**config.mk**
```make
export PLATFORM = sky130hd
export DESIGN_NAME = bpu_update_top
export DESIGN_NICKNAME = d
export VERILOG_FILES = /design/src/verilog/bpu_pkg.sv /design/src/verilog/ex_update_buffer.sv /design/src/verilog/pht_update_router.sv /design/src/verilog/pht_bank.sv /design/src/verilog/pht_predict_select.sv /design/src/verilog/bpu_update_top.sv
export SDC_FILE = /design/constraint.sdc
export NUM_CORES = 1
export LEC_CHECK = 0
export ABC_AREA = 1
export BUFFER_PORTS_ARGS = -buffer_cell sky130_fd_sc_hd__buf_2
export CAP_MARGIN = 40
export CORE_MARGIN = 4
export CORE_UTILIZATION = 40
export CTS_CLUSTER_DIAMETER = 200
export DETAILED_ROUTE_END_ITERATION = 8
export RECOVER_POWER = 25
export SKIP_LAST_GASP = 1
export SYNTH_ARGS = -nofsm -noshare
export SYNTH_HDL_FRONTEND = slang
export SYNTH_SLANG_ARGS = --single-unit
```
**constraint.sdc**
```tcl
create_clock -name clk -period 9.5 [get_ports clk]
set_clock_uncertainty 0.05 [all_clocks]
set_input_delay 1.9 -clock clk [delete_from_list [all_inputs] [get_ports clk]]
set_output_delay 1.9 -clock clk [all_outputs]
set_load 0.1 [all_outputs]
```
**src/verilog/bpu_pkg.sv**
```systemverilog
// Shared branch kinds, width types and default sizes for the predictor update path
package bpu_pkg;

    // word address, bit 0 is the slot in a two-instruction fetch packet
    typedef logic [29:0] pc_t;

    // chooser value from predecode, carried through untouched
    typedef logic [1:0] choice_t;

    // 2-bit saturating counter
    typedef logic [1:0] ctr_t;

    typedef enum logic [2:0] {
        NOT_JUMP      = 3'd0,
        DIRECT_JUMP   = 3'd1,
        CALL          = 3'd2,
        RET           = 3'd3,
        INDIRECT_JUMP = 3'd4,
        OTHER_JUMP    = 3'd5
    } br_kind_e;

    localparam ctr_t CTR_WEAK_NT = 2'd1;

    // defaults, overridden from the top level
    localparam int BUF_DEPTH_DEF  = 4;
    localparam int BANK_BITS_DEF  = 2;
    localparam int INDEX_BITS_DEF = 4;

endpackage

```
**src/verilog/ex_update_buffer.sv**
```systemverilog
// Queues execute branch records, merges aligned packet pairs and registers one update per pop
`timescale 1ns/1ps

module ex_update_buffer
    import bpu_pkg::*;
#(
    parameter int BUF_DEPTH = BUF_DEPTH_DEF
) (
    input  logic      clk,
    input  logic      rstn,
    // 1 pushes lane 0 alone, 0 pushes both lanes
    input  logic      flag,
    input  logic      stall,

    input  logic      ex_taken_pdc_0,
    input  br_kind_e  ex_kind_pdc_0,
    input  pc_t       ex_npc_pdc_0,
    input  choice_t   ex_choice_pdc_0,
    input  logic      ex_taken_ex_0,
    input  br_kind_e  ex_kind_ex_0,
    input  pc_t       ex_npc_ex_0,
    input  pc_t       ex_pc_ex_0,

    input  logic      ex_taken_pdc_1,
    input  br_kind_e  ex_kind_pdc_1,
    input  pc_t       ex_npc_pdc_1,
    input  choice_t   ex_choice_pdc_1,
    input  logic      ex_taken_ex_1,
    input  br_kind_e  ex_kind_ex_1,
    input  pc_t       ex_npc_ex_1,
    input  pc_t       ex_pc_ex_1,

    output logic      upd_valid,
    output logic      upd_taken_pdc,
    output br_kind_e  upd_kind_pdc,
    output pc_t       upd_npc_pdc,
    output choice_t   upd_choice_pdc,
    output logic      upd_taken_ex,
    output br_kind_e  upd_kind_ex,
    output pc_t       upd_npc_ex,
    output pc_t       upd_pc_ex
);

    localparam int PTR_W = (BUF_DEPTH > 1) ? $clog2(BUF_DEPTH) : 1;
    localparam int CNT_W = $clog2(BUF_DEPTH + 1);

    // record storage, one array per field
    logic      taken_pdc_q  [BUF_DEPTH];
    br_kind_e  kind_pdc_q   [BUF_DEPTH];
    pc_t       npc_pdc_q    [BUF_DEPTH];
    choice_t   choice_pdc_q [BUF_DEPTH];
    logic      taken_ex_q   [BUF_DEPTH];
    br_kind_e  kind_ex_q    [BUF_DEPTH];
    pc_t       npc_ex_q     [BUF_DEPTH];
    pc_t       pc_ex_q      [BUF_DEPTH];

    logic [PTR_W-1:0] rd_ptr;
    logic [PTR_W-1:0] wr_ptr;
    logic [PTR_W-1:0] wr_ptr_1;
    logic [PTR_W-1:0] head;
    logic [PTR_W-1:0] head_1;
    logic [CNT_W-1:0] count;
    logic [1:0]       push_n;
    logic [1:0]       pop_n;

    logic      m_taken_ex;
    br_kind_e  m_kind_ex;
    pc_t       m_npc_ex;

    function automatic logic [PTR_W-1:0] ptr_add(input logic [PTR_W-1:0] ptr,
                                                 input logic [1:0] n);
        logic [PTR_W:0] sum;
        sum = (PTR_W+1)'(ptr) + (PTR_W+1)'(n);
        if (sum >= (PTR_W+1)'(BUF_DEPTH))
            sum = sum - (PTR_W+1)'(BUF_DEPTH);
        return sum[PTR_W-1:0];
    endfunction

    // first kind in priority order found in either record
    function automatic br_kind_e merge_kind(input br_kind_e k0, input br_kind_e k1);
        br_kind_e k;
        if (k0 == DIRECT_JUMP || k1 == DIRECT_JUMP)
            k = DIRECT_JUMP;
        else if (k0 == CALL || k1 == CALL)
            k = CALL;
        else if (k0 == RET || k1 == RET)
            k = RET;
        else if (k0 == INDIRECT_JUMP || k1 == INDIRECT_JUMP)
            k = INDIRECT_JUMP;
        else if (k0 == OTHER_JUMP || k1 == OTHER_JUMP)
            k = OTHER_JUMP;
        else
            k = NOT_JUMP;
        return k;
    endfunction

    assign push_n   = stall ? 2'd0 : (flag ? 2'd1 : 2'd2);
    assign head     = rd_ptr;
    assign head_1   = ptr_add(rd_ptr, 2'd1);
    assign wr_ptr_1 = ptr_add(wr_ptr, 2'd1);

    // pop decision from the head record
    always_comb begin
        pop_n = 2'd0;
        if (count != '0 && pc_ex_q[head][0])
            pop_n = 2'd1;
        else if (count >= CNT_W'(2) && !pc_ex_q[head][0])
            pop_n = 2'd2;
    end

    always_comb begin
        m_taken_ex = taken_ex_q[head];
        m_kind_ex  = kind_ex_q[head];
        m_npc_ex   = npc_ex_q[head];
        if (pop_n == 2'd2) begin
            m_taken_ex = taken_ex_q[head] | taken_ex_q[head_1];
            m_kind_ex  = merge_kind(kind_ex_q[head], kind_ex_q[head_1]);
            m_npc_ex   = taken_ex_q[head] ? npc_ex_q[head] : npc_ex_q[head_1];
        end
    end

    always_ff @(posedge clk or negedge rstn) begin
        if (!rstn) begin
            rd_ptr <= '0;
            wr_ptr <= '0;
            count  <= '0;
        end else begin
            rd_ptr <= ptr_add(rd_ptr, pop_n);
            wr_ptr <= ptr_add(wr_ptr, push_n);
            count  <= count - CNT_W'(pop_n) + CNT_W'(push_n);
        end
    end

    always_ff @(posedge clk) begin
        if (push_n != 2'd0) begin
            taken_pdc_q[wr_ptr]  <= ex_taken_pdc_0;
            kind_pdc_q[wr_ptr]   <= ex_kind_pdc_0;
            npc_pdc_q[wr_ptr]    <= ex_npc_pdc_0;
            choice_pdc_q[wr_ptr] <= ex_choice_pdc_0;
            taken_ex_q[wr_ptr]   <= ex_taken_ex_0;
            kind_ex_q[wr_ptr]    <= ex_kind_ex_0;
            npc_ex_q[wr_ptr]     <= ex_npc_ex_0;
            pc_ex_q[wr_ptr]      <= ex_pc_ex_0;
        end
        // lane 1 goes in behind lane 0
        if (push_n == 2'd2) begin
            taken_pdc_q[wr_ptr_1]  <= ex_taken_pdc_1;
            kind_pdc_q[wr_ptr_1]   <= ex_kind_pdc_1;
            npc_pdc_q[wr_ptr_1]    <= ex_npc_pdc_1;
            choice_pdc_q[wr_ptr_1] <= ex_choice_pdc_1;
            taken_ex_q[wr_ptr_1]   <= ex_taken_ex_1;
            kind_ex_q[wr_ptr_1]    <= ex_kind_ex_1;
            npc_ex_q[wr_ptr_1]     <= ex_npc_ex_1;
            pc_ex_q[wr_ptr_1]      <= ex_pc_ex_1;
        end
    end

    // registered update, cuts the path into the predictor
    always_ff @(posedge clk or negedge rstn) begin
        if (!rstn) begin
            upd_valid      <= 1'b0;
            upd_taken_pdc  <= 1'b0;
            upd_kind_pdc   <= NOT_JUMP;
            upd_npc_pdc    <= '0;
            upd_choice_pdc <= '0;
            upd_taken_ex   <= 1'b0;
            upd_kind_ex    <= NOT_JUMP;
            upd_npc_ex     <= '0;
            upd_pc_ex      <= '0;
        end else begin
            upd_valid <= (pop_n != 2'd0);
            if (pop_n != 2'd0) begin
                upd_taken_pdc  <= taken_pdc_q[head];
                upd_kind_pdc   <= kind_pdc_q[head];
                upd_npc_pdc    <= npc_pdc_q[head];
                upd_choice_pdc <= choice_pdc_q[head];
                upd_taken_ex   <= m_taken_ex;
                upd_kind_ex    <= m_kind_ex;
                upd_npc_ex     <= m_npc_ex;
                upd_pc_ex      <= pc_ex_q[head];
            end
        end
    end

endmodule

```
**src/verilog/pht_update_router.sv**
```systemverilog
// Turns a resolved update into a one-hot bank strobe, an entry index and a train direction
`timescale 1ns/1ps

module pht_update_router
    import bpu_pkg::*;
#(
    parameter int BANK_BITS  = BANK_BITS_DEF,
    parameter int INDEX_BITS = INDEX_BITS_DEF
) (
    input  logic                         upd_valid,
    input  br_kind_e                     upd_kind_ex,
    input  logic                         upd_taken_ex,
    input  pc_t                          upd_pc_ex,
    output logic [(1 << BANK_BITS)-1:0]  bank_we,
    output logic [INDEX_BITS-1:0]        wr_index,
    output logic                         wr_taken
);

    localparam int NUM_BANKS = 1 << BANK_BITS;

    logic                 train;
    logic [BANK_BITS-1:0] bank_sel;

    // plain instructions never train
    assign train = upd_valid && (upd_kind_ex != NOT_JUMP);

    // pc bit 0 is the packet slot, banks start above it
    assign bank_sel = upd_pc_ex[BANK_BITS:1];
    assign wr_index = upd_pc_ex[BANK_BITS+INDEX_BITS:BANK_BITS+1];
    assign wr_taken = upd_taken_ex;

    always_comb begin
        bank_we = '0;
        if (train)
            bank_we = NUM_BANKS'(1) << bank_sel;
    end

endmodule

```
**src/verilog/pht_bank.sv**
```systemverilog
// One bank of 2-bit saturating counters with a training write port and a combinational read
`timescale 1ns/1ps

module pht_bank
    import bpu_pkg::*;
#(
    parameter int INDEX_BITS = INDEX_BITS_DEF
) (
    input  logic                  clk,
    input  logic                  rstn,
    input  logic                  we,
    input  logic [INDEX_BITS-1:0] wr_index,
    input  logic                  wr_taken,
    input  logic [INDEX_BITS-1:0] rd_index,
    output ctr_t                  rd_ctr
);

    localparam int NUM_ENTRIES = 1 << INDEX_BITS;

    ctr_t ctr_q [NUM_ENTRIES];
    ctr_t cur_ctr;
    ctr_t nxt_ctr;

    assign cur_ctr = ctr_q[wr_index];

    // saturate at both ends
    always_comb begin
        nxt_ctr = cur_ctr;
        if (wr_taken) begin
            if (cur_ctr != 2'd3)
                nxt_ctr = cur_ctr + 2'd1;
        end else begin
            if (cur_ctr != 2'd0)
                nxt_ctr = cur_ctr - 2'd1;
        end
    end

    always_ff @(posedge clk or negedge rstn) begin
        if (!rstn) begin
            for (int i = 0; i < NUM_ENTRIES; i++)
                ctr_q[i] <= CTR_WEAK_NT;
        end else if (we) begin
            ctr_q[wr_index] <= nxt_ctr;
        end
    end

    // old value on a same-edge write
    assign rd_ctr = ctr_q[rd_index];

endmodule

```
**src/verilog/pht_predict_select.sv**
```systemverilog
// Splits a lookup pc into bank and index, picks that bank's counter and registers the prediction
`timescale 1ns/1ps

module pht_predict_select
    import bpu_pkg::*;
#(
    parameter int BANK_BITS  = BANK_BITS_DEF,
    parameter int INDEX_BITS = INDEX_BITS_DEF
) (
    input  logic                                       clk,
    input  logic                                       rstn,
    input  logic                                       lookup_en,
    input  pc_t                                        lookup_pc,
    input  logic [(1 << BANK_BITS)*$bits(ctr_t)-1:0]   bank_ctr,
    output logic [INDEX_BITS-1:0]                      rd_index,
    output logic                                       predict_valid,
    output logic                                       predict_taken
);

    localparam int CTR_W = $bits(ctr_t);

    logic [BANK_BITS-1:0] bank_sel;
    ctr_t                 sel_ctr;

    // same field split as the update side
    assign bank_sel = lookup_pc[BANK_BITS:1];
    assign rd_index = lookup_pc[BANK_BITS+INDEX_BITS:BANK_BITS+1];
    assign sel_ctr  = bank_ctr[bank_sel*CTR_W +: CTR_W];

    always_ff @(posedge clk or negedge rstn) begin
        if (!rstn) begin
            predict_valid <= 1'b0;
            predict_taken <= 1'b0;
        end else begin
            predict_valid <= lookup_en;
            // upper counter bit is the direction
            predict_taken <= lookup_en & sel_ctr[CTR_W-1];
        end
    end

endmodule

```
**src/verilog/bpu_update_top.sv**
```systemverilog
// Top of the predictor update path: buffer, router, counter banks and lookup select
`timescale 1ns/1ps

module bpu_update_top
    import bpu_pkg::*;
#(
    parameter int BUF_DEPTH  = BUF_DEPTH_DEF,
    parameter int BANK_BITS  = BANK_BITS_DEF,
    parameter int INDEX_BITS = INDEX_BITS_DEF
) (
    input  logic      clk,
    input  logic      rstn,
    input  logic      flag,
    input  logic      stall,

    input  logic      ex_taken_pdc_0,
    input  br_kind_e  ex_kind_pdc_0,
    input  pc_t       ex_npc_pdc_0,
    input  choice_t   ex_choice_pdc_0,
    input  logic      ex_taken_ex_0,
    input  br_kind_e  ex_kind_ex_0,
    input  pc_t       ex_npc_ex_0,
    input  pc_t       ex_pc_ex_0,

    input  logic      ex_taken_pdc_1,
    input  br_kind_e  ex_kind_pdc_1,
    input  pc_t       ex_npc_pdc_1,
    input  choice_t   ex_choice_pdc_1,
    input  logic      ex_taken_ex_1,
    input  br_kind_e  ex_kind_ex_1,
    input  pc_t       ex_npc_ex_1,
    input  pc_t       ex_pc_ex_1,

    input  logic      lookup_en,
    input  pc_t       lookup_pc,

    output logic      upd_valid,
    output logic      upd_taken_pdc,
    output br_kind_e  upd_kind_pdc,
    output pc_t       upd_npc_pdc,
    output choice_t   upd_choice_pdc,
    output logic      upd_taken_ex,
    output br_kind_e  upd_kind_ex,
    output pc_t       upd_npc_ex,
    output pc_t       upd_pc_ex,

    output logic      predict_valid,
    output logic      predict_taken
);

    localparam int NUM_BANKS = 1 << BANK_BITS;
    localparam int CTR_W     = $bits(ctr_t);

    logic [NUM_BANKS-1:0]       bank_we;
    logic [INDEX_BITS-1:0]      wr_index;
    logic                       wr_taken;
    logic [INDEX_BITS-1:0]      rd_index;
    logic [NUM_BANKS*CTR_W-1:0] bank_ctr;

    ex_update_buffer #(
        .BUF_DEPTH (BUF_DEPTH)
    ) u_buf (
        .clk             (clk),
        .rstn            (rstn),
        .flag            (flag),
        .stall           (stall),
        .ex_taken_pdc_0  (ex_taken_pdc_0),
        .ex_kind_pdc_0   (ex_kind_pdc_0),
        .ex_npc_pdc_0    (ex_npc_pdc_0),
        .ex_choice_pdc_0 (ex_choice_pdc_0),
        .ex_taken_ex_0   (ex_taken_ex_0),
        .ex_kind_ex_0    (ex_kind_ex_0),
        .ex_npc_ex_0     (ex_npc_ex_0),
        .ex_pc_ex_0      (ex_pc_ex_0),
        .ex_taken_pdc_1  (ex_taken_pdc_1),
        .ex_kind_pdc_1   (ex_kind_pdc_1),
        .ex_npc_pdc_1    (ex_npc_pdc_1),
        .ex_choice_pdc_1 (ex_choice_pdc_1),
        .ex_taken_ex_1   (ex_taken_ex_1),
        .ex_kind_ex_1    (ex_kind_ex_1),
        .ex_npc_ex_1     (ex_npc_ex_1),
        .ex_pc_ex_1      (ex_pc_ex_1),
        .upd_valid       (upd_valid),
        .upd_taken_pdc   (upd_taken_pdc),
        .upd_kind_pdc    (upd_kind_pdc),
        .upd_npc_pdc     (upd_npc_pdc),
        .upd_choice_pdc  (upd_choice_pdc),
        .upd_taken_ex    (upd_taken_ex),
        .upd_kind_ex     (upd_kind_ex),
        .upd_npc_ex      (upd_npc_ex),
        .upd_pc_ex       (upd_pc_ex)
    );

    pht_update_router #(
        .BANK_BITS  (BANK_BITS),
        .INDEX_BITS (INDEX_BITS)
    ) u_router (
        .upd_valid    (upd_valid),
        .upd_kind_ex  (upd_kind_ex),
        .upd_taken_ex (upd_taken_ex),
        .upd_pc_ex    (upd_pc_ex),
        .bank_we      (bank_we),
        .wr_index     (wr_index),
        .wr_taken     (wr_taken)
    );

    // index and direction are shared, only the strobe differs per bank
    for (genvar b = 0; b < NUM_BANKS; b++) begin : g_bank
        pht_bank #(
            .INDEX_BITS (INDEX_BITS)
        ) u_bank (
            .clk      (clk),
            .rstn     (rstn),
            .we       (bank_we[b]),
            .wr_index (wr_index),
            .wr_taken (wr_taken),
            .rd_index (rd_index),
            .rd_ctr   (bank_ctr[b*CTR_W +: CTR_W])
        );
    end

    pht_predict_select #(
        .BANK_BITS  (BANK_BITS),
        .INDEX_BITS (INDEX_BITS)
    ) u_sel (
        .clk           (clk),
        .rstn          (rstn),
        .lookup_en     (lookup_en),
        .lookup_pc     (lookup_pc),
        .bank_ctr      (bank_ctr),
        .rd_index      (rd_index),
        .predict_valid (predict_valid),
        .predict_taken (predict_taken)
    );

endmodule

```
=== Word level (Yosys, flattened, before mapping) ===
Memories as Yosys holds them, arrays and structs flattened. A register that Yosys moved wholly into a read port is not among the register bits.
Index checks and enable logic that the tools add are counted.

* Bits of input ports: 235
* Word-level logic and storage cells: 216
* Bits in registers: 202
* Bits in writable memories: 400
* Output and inout bits: 103
* Memories: 8

* Mux-type cells: 64
* $add $sub $neg: 18
* Shift operators: 2
* Equal/unequal tests: 16
* Bitwise operators: 4
* $lt $le $gt $ge: 8
* Reductions and logical operators: 22

{| class="wikitable"
|+ Memory list
! name !! depth !! bits a word !! read ports !! clocked after memory_dff !! write ports !! RTL line !! RTL
|-
| u_buf.npc_ex_q || 4 || 30 || 2 || 0 || 2 || ex_update_buffer.sv:54 || <nowiki>pc_t npc_ex_q [BUF_DEPTH];</nowiki>
|-
| u_buf.npc_pdc_q || 4 || 30 || 1 || 1 || 2 || ex_update_buffer.sv:50 || <nowiki>pc_t npc_pdc_q [BUF_DEPTH];</nowiki>
|-
| u_buf.pc_ex_q || 4 || 30 || 1 || 0 || 2 || ex_update_buffer.sv:55 || <nowiki>pc_t pc_ex_q [BUF_DEPTH];</nowiki>
|-
| u_buf.kind_ex_q || 4 || 3 || 2 || 0 || 2 || ex_update_buffer.sv:53 || <nowiki>br_kind_e kind_ex_q [BUF_DEPTH];</nowiki>
|-
| u_buf.kind_pdc_q || 4 || 3 || 1 || 1 || 2 || ex_update_buffer.sv:49 || <nowiki>br_kind_e kind_pdc_q [BUF_DEPTH];</nowiki>
|-
| u_buf.choice_pdc_q || 4 || 2 || 1 || 1 || 2 || ex_update_buffer.sv:51 || <nowiki>choice_t choice_pdc_q [BUF_DEPTH];</nowiki>
|-
| 2 more memories || n/a || n/a || n/a || n/a || n/a || n/a ||
|}

{| class="wikitable"
|+ Operators by type and width
! kind !! number
|-
| $bwmux W32 || 4
|-
| $mux W2 || 37
|-
| $bmux W2 S4 || 8
|-
| $mux W30 || 2
|-
| $mux W3 || 6
|-
| $sub A2 B1 Y2 const B || 8
|-
| $eq A3 B2 Y1 const B || 4
|-
| $eq A3 B3 Y1 const B || 4
|-
| $ge A3 B3 Y1 const B || 4
|-
| $reduce_bool A2 Y1 || 6
|-
| $ge A5 B5 Y1 const B || 2
|-
| $not A4 Y5 || 2
|-
| $add A2 B1 Y2 const B || 4
|-
| $demux W2 S4 || 1
|-
| $ne A2 B2 Y1 const B || 4
|-
| $shiftx A8 B4 Y2 || 1
|-
| $add A2 B1 Y3 const B || 2
|-
| $add A2 B2 Y3 || 2
|-
| $eq A3 B1 Y1 const B || 2
|-
| $reduce_bool A3 Y1 || 2
|-
| $logic_not A1 Y1 || 5
|-
| $logic_or A1 B1 Y1 || 5
|-
| $lt A5 B1 Y1 const B || 1
|-
| $mux W1 || 5
|-
| other kinds (9) || 13
|}

=== Depth between registers and ports, before layout ===
An unclocked memory read counts as a cell.

* Word-level depth: 12
* Gate-level depth with buffers: 15
* Mapped depth without buffers: 14

=== Hierarchy ===
Synthesis repeated with hierarchy kept, for this count alone.

* Cells, all modules: 4027
* Area total of the unflattened synthesis: 33190.6 um^2

{| class="wikitable"
|+ By module, submodules not included
! module !! area an instance (um^2) !! seq. area each (um^2) !! cells an instance !! instances
|-
| ex_update_buffer || 24512.3 || 14714.1 || 2648 || 1
|-
| pht_bank (g_bank[0].u_bank ...) || 2127.0 || 820.8 || 336 || 3
|-
| pht_bank (g_bank[3].u_bank) || 2068.2 || 820.8 || 332 || 1
|-
| pht_predict_select || 136.4 || 50.0 || 20 || 1
|-
| pht_update_router || 92.6 || 0.0 || 19 || 1
|}

=== Worst setup path after synthesis ===
OpenSTA, ideal clock, no wires.

* Path kind: input-to-reg
* From: input port flag
* To: memory u_buf.choice_pdc_q[3][0] (netlist bit) (enable)
* Path slack: -494 ps
* Buffers on the path: 0
* Data required time: 8742 ps
* Cell stages on the path: 1
* Arrival: 9237 ps
* Library setup time: 708 ps
* Cells stage by stage: a211oi_1

{| class="wikitable"
|+ RTL lines
! element !! RTL line !! RTL
|-
| from (decl) || bpu_update_top.sv:13 || <nowiki>input logic flag,</nowiki>
|-
| to (decl) || ex_update_buffer.sv:51 ||
|}

=== Worst setup path after layout ===
* From: register u_buf.rd_ptr[0] (netlist: u_buf.head[0])
* To: register u_buf.upd_npc_ex[3]

* Longest elaborated chain between the ends: 7
* Elaborated cells on any way between the ends: 16
* Classes of those cells: add/sub (2); order compare (1); eq/ne (1); mux (5); reduce/logical (4); memory (3)

{| class="wikitable"
|+ RTL lines
! element !! RTL line !! RTL
|-
| from (decl) || ex_update_buffer.sv:57 || <nowiki>logic [PTR_W-1:0] rd_ptr;</nowiki>
|-
| from (signal assigned) || ex_update_buffer.sv:128 || <nowiki>rd_ptr <= ptr_add(rd_ptr, pop_n);</nowiki>
|-
| branches (longest 7 deep; another with $mem_v2 Z4 W30) || n/a ||
|-
| to (signal assigned) || ex_update_buffer.sv:179 || <nowiki>upd_npc_ex <= m_npc_ex;</nowiki>
|-
| to (decl) || ex_update_buffer.sv:40 || <nowiki>output pc_t upd_npc_ex,</nowiki>
|}

Several ways; the timed one is not identified.
A chain may end at the register's enable or synchronous reset.

==> flow_summary.ini <==
[run_status]
outcome = finished with violations
violations = capacitance limit, slew limit

[synth]
synth_warnings = 0
synth_nets = 3967
synth_cells = 3726
post_synth_and_or_nand_nor_area_fraction_pct = 21.1
yosys_register_bits = 638
synth_async_sr_flop_share_pct = 37.3
synth_enable_flop_cells = 400
synth_top_family_by_area = simple AND/OR/NAND/NOR gates
synth.area.mux_share_pct = 0.727
post_synth_adder_cell_area_pct = 0.284
synthXorXnorAreaFrac_pct = 0.166
synth_compound_area_share_pct = 15.0
syn-cell-area_mm2 = 0.0317
yosysSeqAreaShare_pct = 57.0
synth.avg_cell_area_um2 = 8.50
synthFlopType = sky130_fd_sc_hd__edfxtp_1
synth_cell_type_count = 36

[finish]
finalNetCount = 4177
final_cell_area_mm2 = 0.0369
post_route_cells_drive_above_1_share_pct = 14.1
area.sequential_mm2 = 0.0181
filler_cell_count = 7409
layout_stage_area_growth_over_the_synthesis_result_pct = 16.6
final_cell_count_no_fill = 5056
multi_input_area_mm2 = 0.0119

[clocking]
cts-root-buf = sky130_fd_sc_hd__clkbuf_16
post_cts.resized_instances = 0
clock_path_buffers = 3
numClockSinks = 638
post-cts-setup-buffers = 0
tritoncts = done
insertion_delay_ns = 0.62
cts.reportedPaths.clkPinSlew_ns = 0.06
postCtsHoldBufs = 0
htree_num_levels = 3
cts_bufs_inserted = 74

[timing]
finalSetupTns_ns = 0
final.setup.worst_slack_ns = 3.34
setup_viol_count_final = 0
unrepaired_setup_endpoints_after_global_routing = no
slew_headroom_pct = -210
post_layout_min_period_ns = 6.16
finalHoldViolations = 0
final_slew_violations = 357
tightestPinTransition_ns = 4.65
hold_ws_ns = 0.412
fmax_mhz = 162
finalCritPeriodShare_pct = 64.8

[setup_path]
crit_path_max_fanout = 61
cp-endpoint = u_buf.upd_npc_ex[3]
timing.critical_path.from = u_buf.head[0]
worst_setup_path_end_kind = flop
cp_data_required_time_ns = 9.93
startpoint_type = flop
worst_r2r_startpoint = u_buf.head[0]
critical_path_arrival_ns = 6.59
critical_path.reg2reg.endpoint = u_buf.upd_npc_ex[3]
setup.worst_path.class = reg -> reg
rrSetupSlack_ns = 3.34
worst_r2r_path_depth = 12

[drt]
drtIter0Drc = 2027
via_density_per_instance = 5.23
routed-via-count = 26400
met3RoutedLength_um = 7380
detail-route-antenna-nets = 0
met2WireLength_um = 47900
top_metal_used = met5
mean_routed_wirelength_per_cell_um = 19.4
drtPass1Iterations = 6
m1WireLength_um = 40100
routed_wl_um = 97900
drt_drc_violations_left = 0

[die]
die_area_mm2 = 0.0838
floorplan.core_area_mm2 = 0.0780
boundaryPins = 338
chipWidth_um = 289
dieHeight_um = 289
start_util_pct = 40.6
num_rows = 102

[flow_run]
max-cap-violations = 8

[power]
power.density_cell_area_mw_per_mm2 = 374
leakagePower_nw = 15.8
max-vdd-ir-drop_mv = 0.308

[place]
placedInstanceArea_mm2 = 0.0344
pre_cts_ws_ns = 4.56
post_dp_hpwl_um = 58100
place_congestion = 0.827
port_buffers = 313
numPlacedInstances = 4900

[global_route]
grt_antenna_before_repair = 27
vias_in_the_first_global_route = 25500
grt_remaining_overflow = 0
grt_max_degree = 149
global_route_wire_length_before_repair_um = 149000
gr-usage-all-layers_pct = 23.1

[min_path]
holdCritPathClass = reg -> reg
## cells in the final DEF (no fill, tap or decap), drive strengths merged, types with 5 or more instances in the layout
cell      synthesis  routed
nand2          1096    1096
o21ai           675     675
nor2            476     476
edfxtp          400     400
buf              59     355
inv             233     235
dfrtp           174     174
nand3           128     128
clkbuf          172     106
dfstp            64      64
a31oi            61      61
a22oi            47      47
o221ai           30      30
clkinv            2      29
o211ai           26      26
a21oi            23      23
mux2i            23      23
diode             0      18
nand4            11      11
bufinv            0       8
o22ai             6       6
clkinvlp          0       5
## where the power goes
| part | leakage [nW] | switching (mW) | internal (mW) |
|---|---|---|---|
| sequential | 6.55 | 0.459 | 4.03 |
| combinational | 8.03 | 4.90 | 1.43 |
| clock | 1.26 | 1.21 | 1.78 |
## worst max-delay path, stage by stage, from the launching register on
cell	delay [ns]
sky130_fd_sc_hd__dfrtp_4	0.59
sky130_fd_sc_hd__buf_16	0.32
sky130_fd_sc_hd__clkinvlp_2	1.68
sky130_fd_sc_hd__buf_4	0.84
sky130_fd_sc_hd__nand2_1	0.10
sky130_fd_sc_hd__nand3_1	0.10
sky130_fd_sc_hd__nand2_1	0.13
sky130_fd_sc_hd__nand2_2	0.17
sky130_fd_sc_hd__nor2_4	0.38
sky130_fd_sc_hd__clkinv_1	0.69
sky130_fd_sc_hd__buf_4	0.52
sky130_fd_sc_hd__o21ai_0	0.28
sky130_fd_sc_hd__o21ai_0	0.10
## synthesized netlist by cell type, types with 7 or more instances
cell	n	area share (%)
sky130_fd_sc_hd__a31oi_1	61	1.2
sky130_fd_sc_hd__buf_4	7	0.17
sky130_fd_sc_hd__dfrtp_1	174	14
sky130_fd_sc_hd__buf_2	34	0.54
sky130_fd_sc_hd__nand2_2	9	0.18
sky130_fd_sc_hd__inv_1	229	2.7
sky130_fd_sc_hd__o221ai_1	30	0.83
sky130_fd_sc_hd__a21oi_1	23	0.36
sky130_fd_sc_hd__a22oi_1	47	1.1
sky130_fd_sc_hd__nor2_1	473	5.6
sky130_fd_sc_hd__buf_1	15	0.18
sky130_fd_sc_hd__clkbuf_1	172	2.0
sky130_fd_sc_hd__nand2_1	1087	13
sky130_fd_sc_hd__nand3_1	128	2.0
sky130_fd_sc_hd__mux2i_1	23	0.73
sky130_fd_sc_hd__nand4_1	11	0.22
sky130_fd_sc_hd__o21ai_0	669	11
sky130_fd_sc_hd__o211ai_1	26	0.62
sky130_fd_sc_hd__dfstp_2	64	5.3
sky130_fd_sc_hd__edfxtp_1	400	38
## registers in the layout, summed over array words and instances, names as in the netlist, 2 cells and up
signal	count
u_buf.upd_kind_pdc	3
g_bank.u_bank.ctr_q	128
u_buf.upd_npc_ex	30
u_buf.upd_npc_pdc	30
u_buf.head	2
u_buf.upd_pc_ex	30
u_buf.taken_ex_q	4
u_buf.kind_pdc_q	12
u_buf.wr_ptr	2
u_buf.upd_choice_pdc	2
u_buf.choice_pdc_q	8
u_buf.count	3
u_buf.kind_ex_q	12
u_buf.npc_ex_q	120
u_buf.upd_kind_ex	3
u_buf.npc_pdc_q	120
u_buf.pc_ex_q	120
u_buf.taken_pdc_q	4
## final cells by class
cell class | count | area share, %
diodes | 18 | 0.122
clock buffers | 96 | 5.62
clock inverters | 42 | 1.36
inverters | 235 | 2.40
multi-input cells | 2622 | 32.1
flip-flops and latches | 638 | 48.9
well taps | 1040 | 3.52
repair buffers | 365 | 6.03
## routing by layer
metal / global-route usage (%) / up-vias
met3: 5.93 / 171
met2: 39.3 / 805
li1: - / 12900
met4: 6.98 / 18
met1: 28.9 / 12500
met5: 0 / -
## worst min-delay path by stage
stage                                     startpoint                    endpoint  slack [ns]  depth (start not counted)
after floorplan                       u_buf.count[2]              u_buf.count[2]        0.39                          1
after global placement     g_bank[1].u_bank.ctr_q[4]   g_bank[1].u_bank.ctr_q[4]        0.40                          2
after detailed placement  g_bank[3].u_bank.ctr_q[28]  g_bank[3].u_bank.ctr_q[28]        0.41                          2
after CTS                  g_bank[1].u_bank.ctr_q[4]   g_bank[1].u_bank.ctr_q[4]        0.42                          2
after global routing      g_bank[3].u_bank.ctr_q[28]  g_bank[3].u_bank.ctr_q[28]        0.42                          2
final                     g_bank[3].u_bank.ctr_q[28]  g_bank[3].u_bank.ctr_q[28]        0.41                          2
## through the flow
step	total power, mW	util, %
5_1_grt	14.6	47.3
3_3_place_gp	10.7	43.6
6_report	13.8	47.4
2_1_floorplan	9.07	-
3_5_place_dp	10.9	44.1
4_1_cts	13.9	47.4
## logic make-up (layout without fill, tap and decap cells)
logic type               Yosys count  after routing
AO/OA/AOI/OAI                    871            871
XOR/XNOR                           6              6
adder cells (fa/ha/maj)            6              6
buffers and inverters            466            738
flip-flops                       638            638
multiplexers                      23             23
other                              0             18
AND/OR/NAND/NOR                 1716           1716
(Power assumes the default switching activity.)
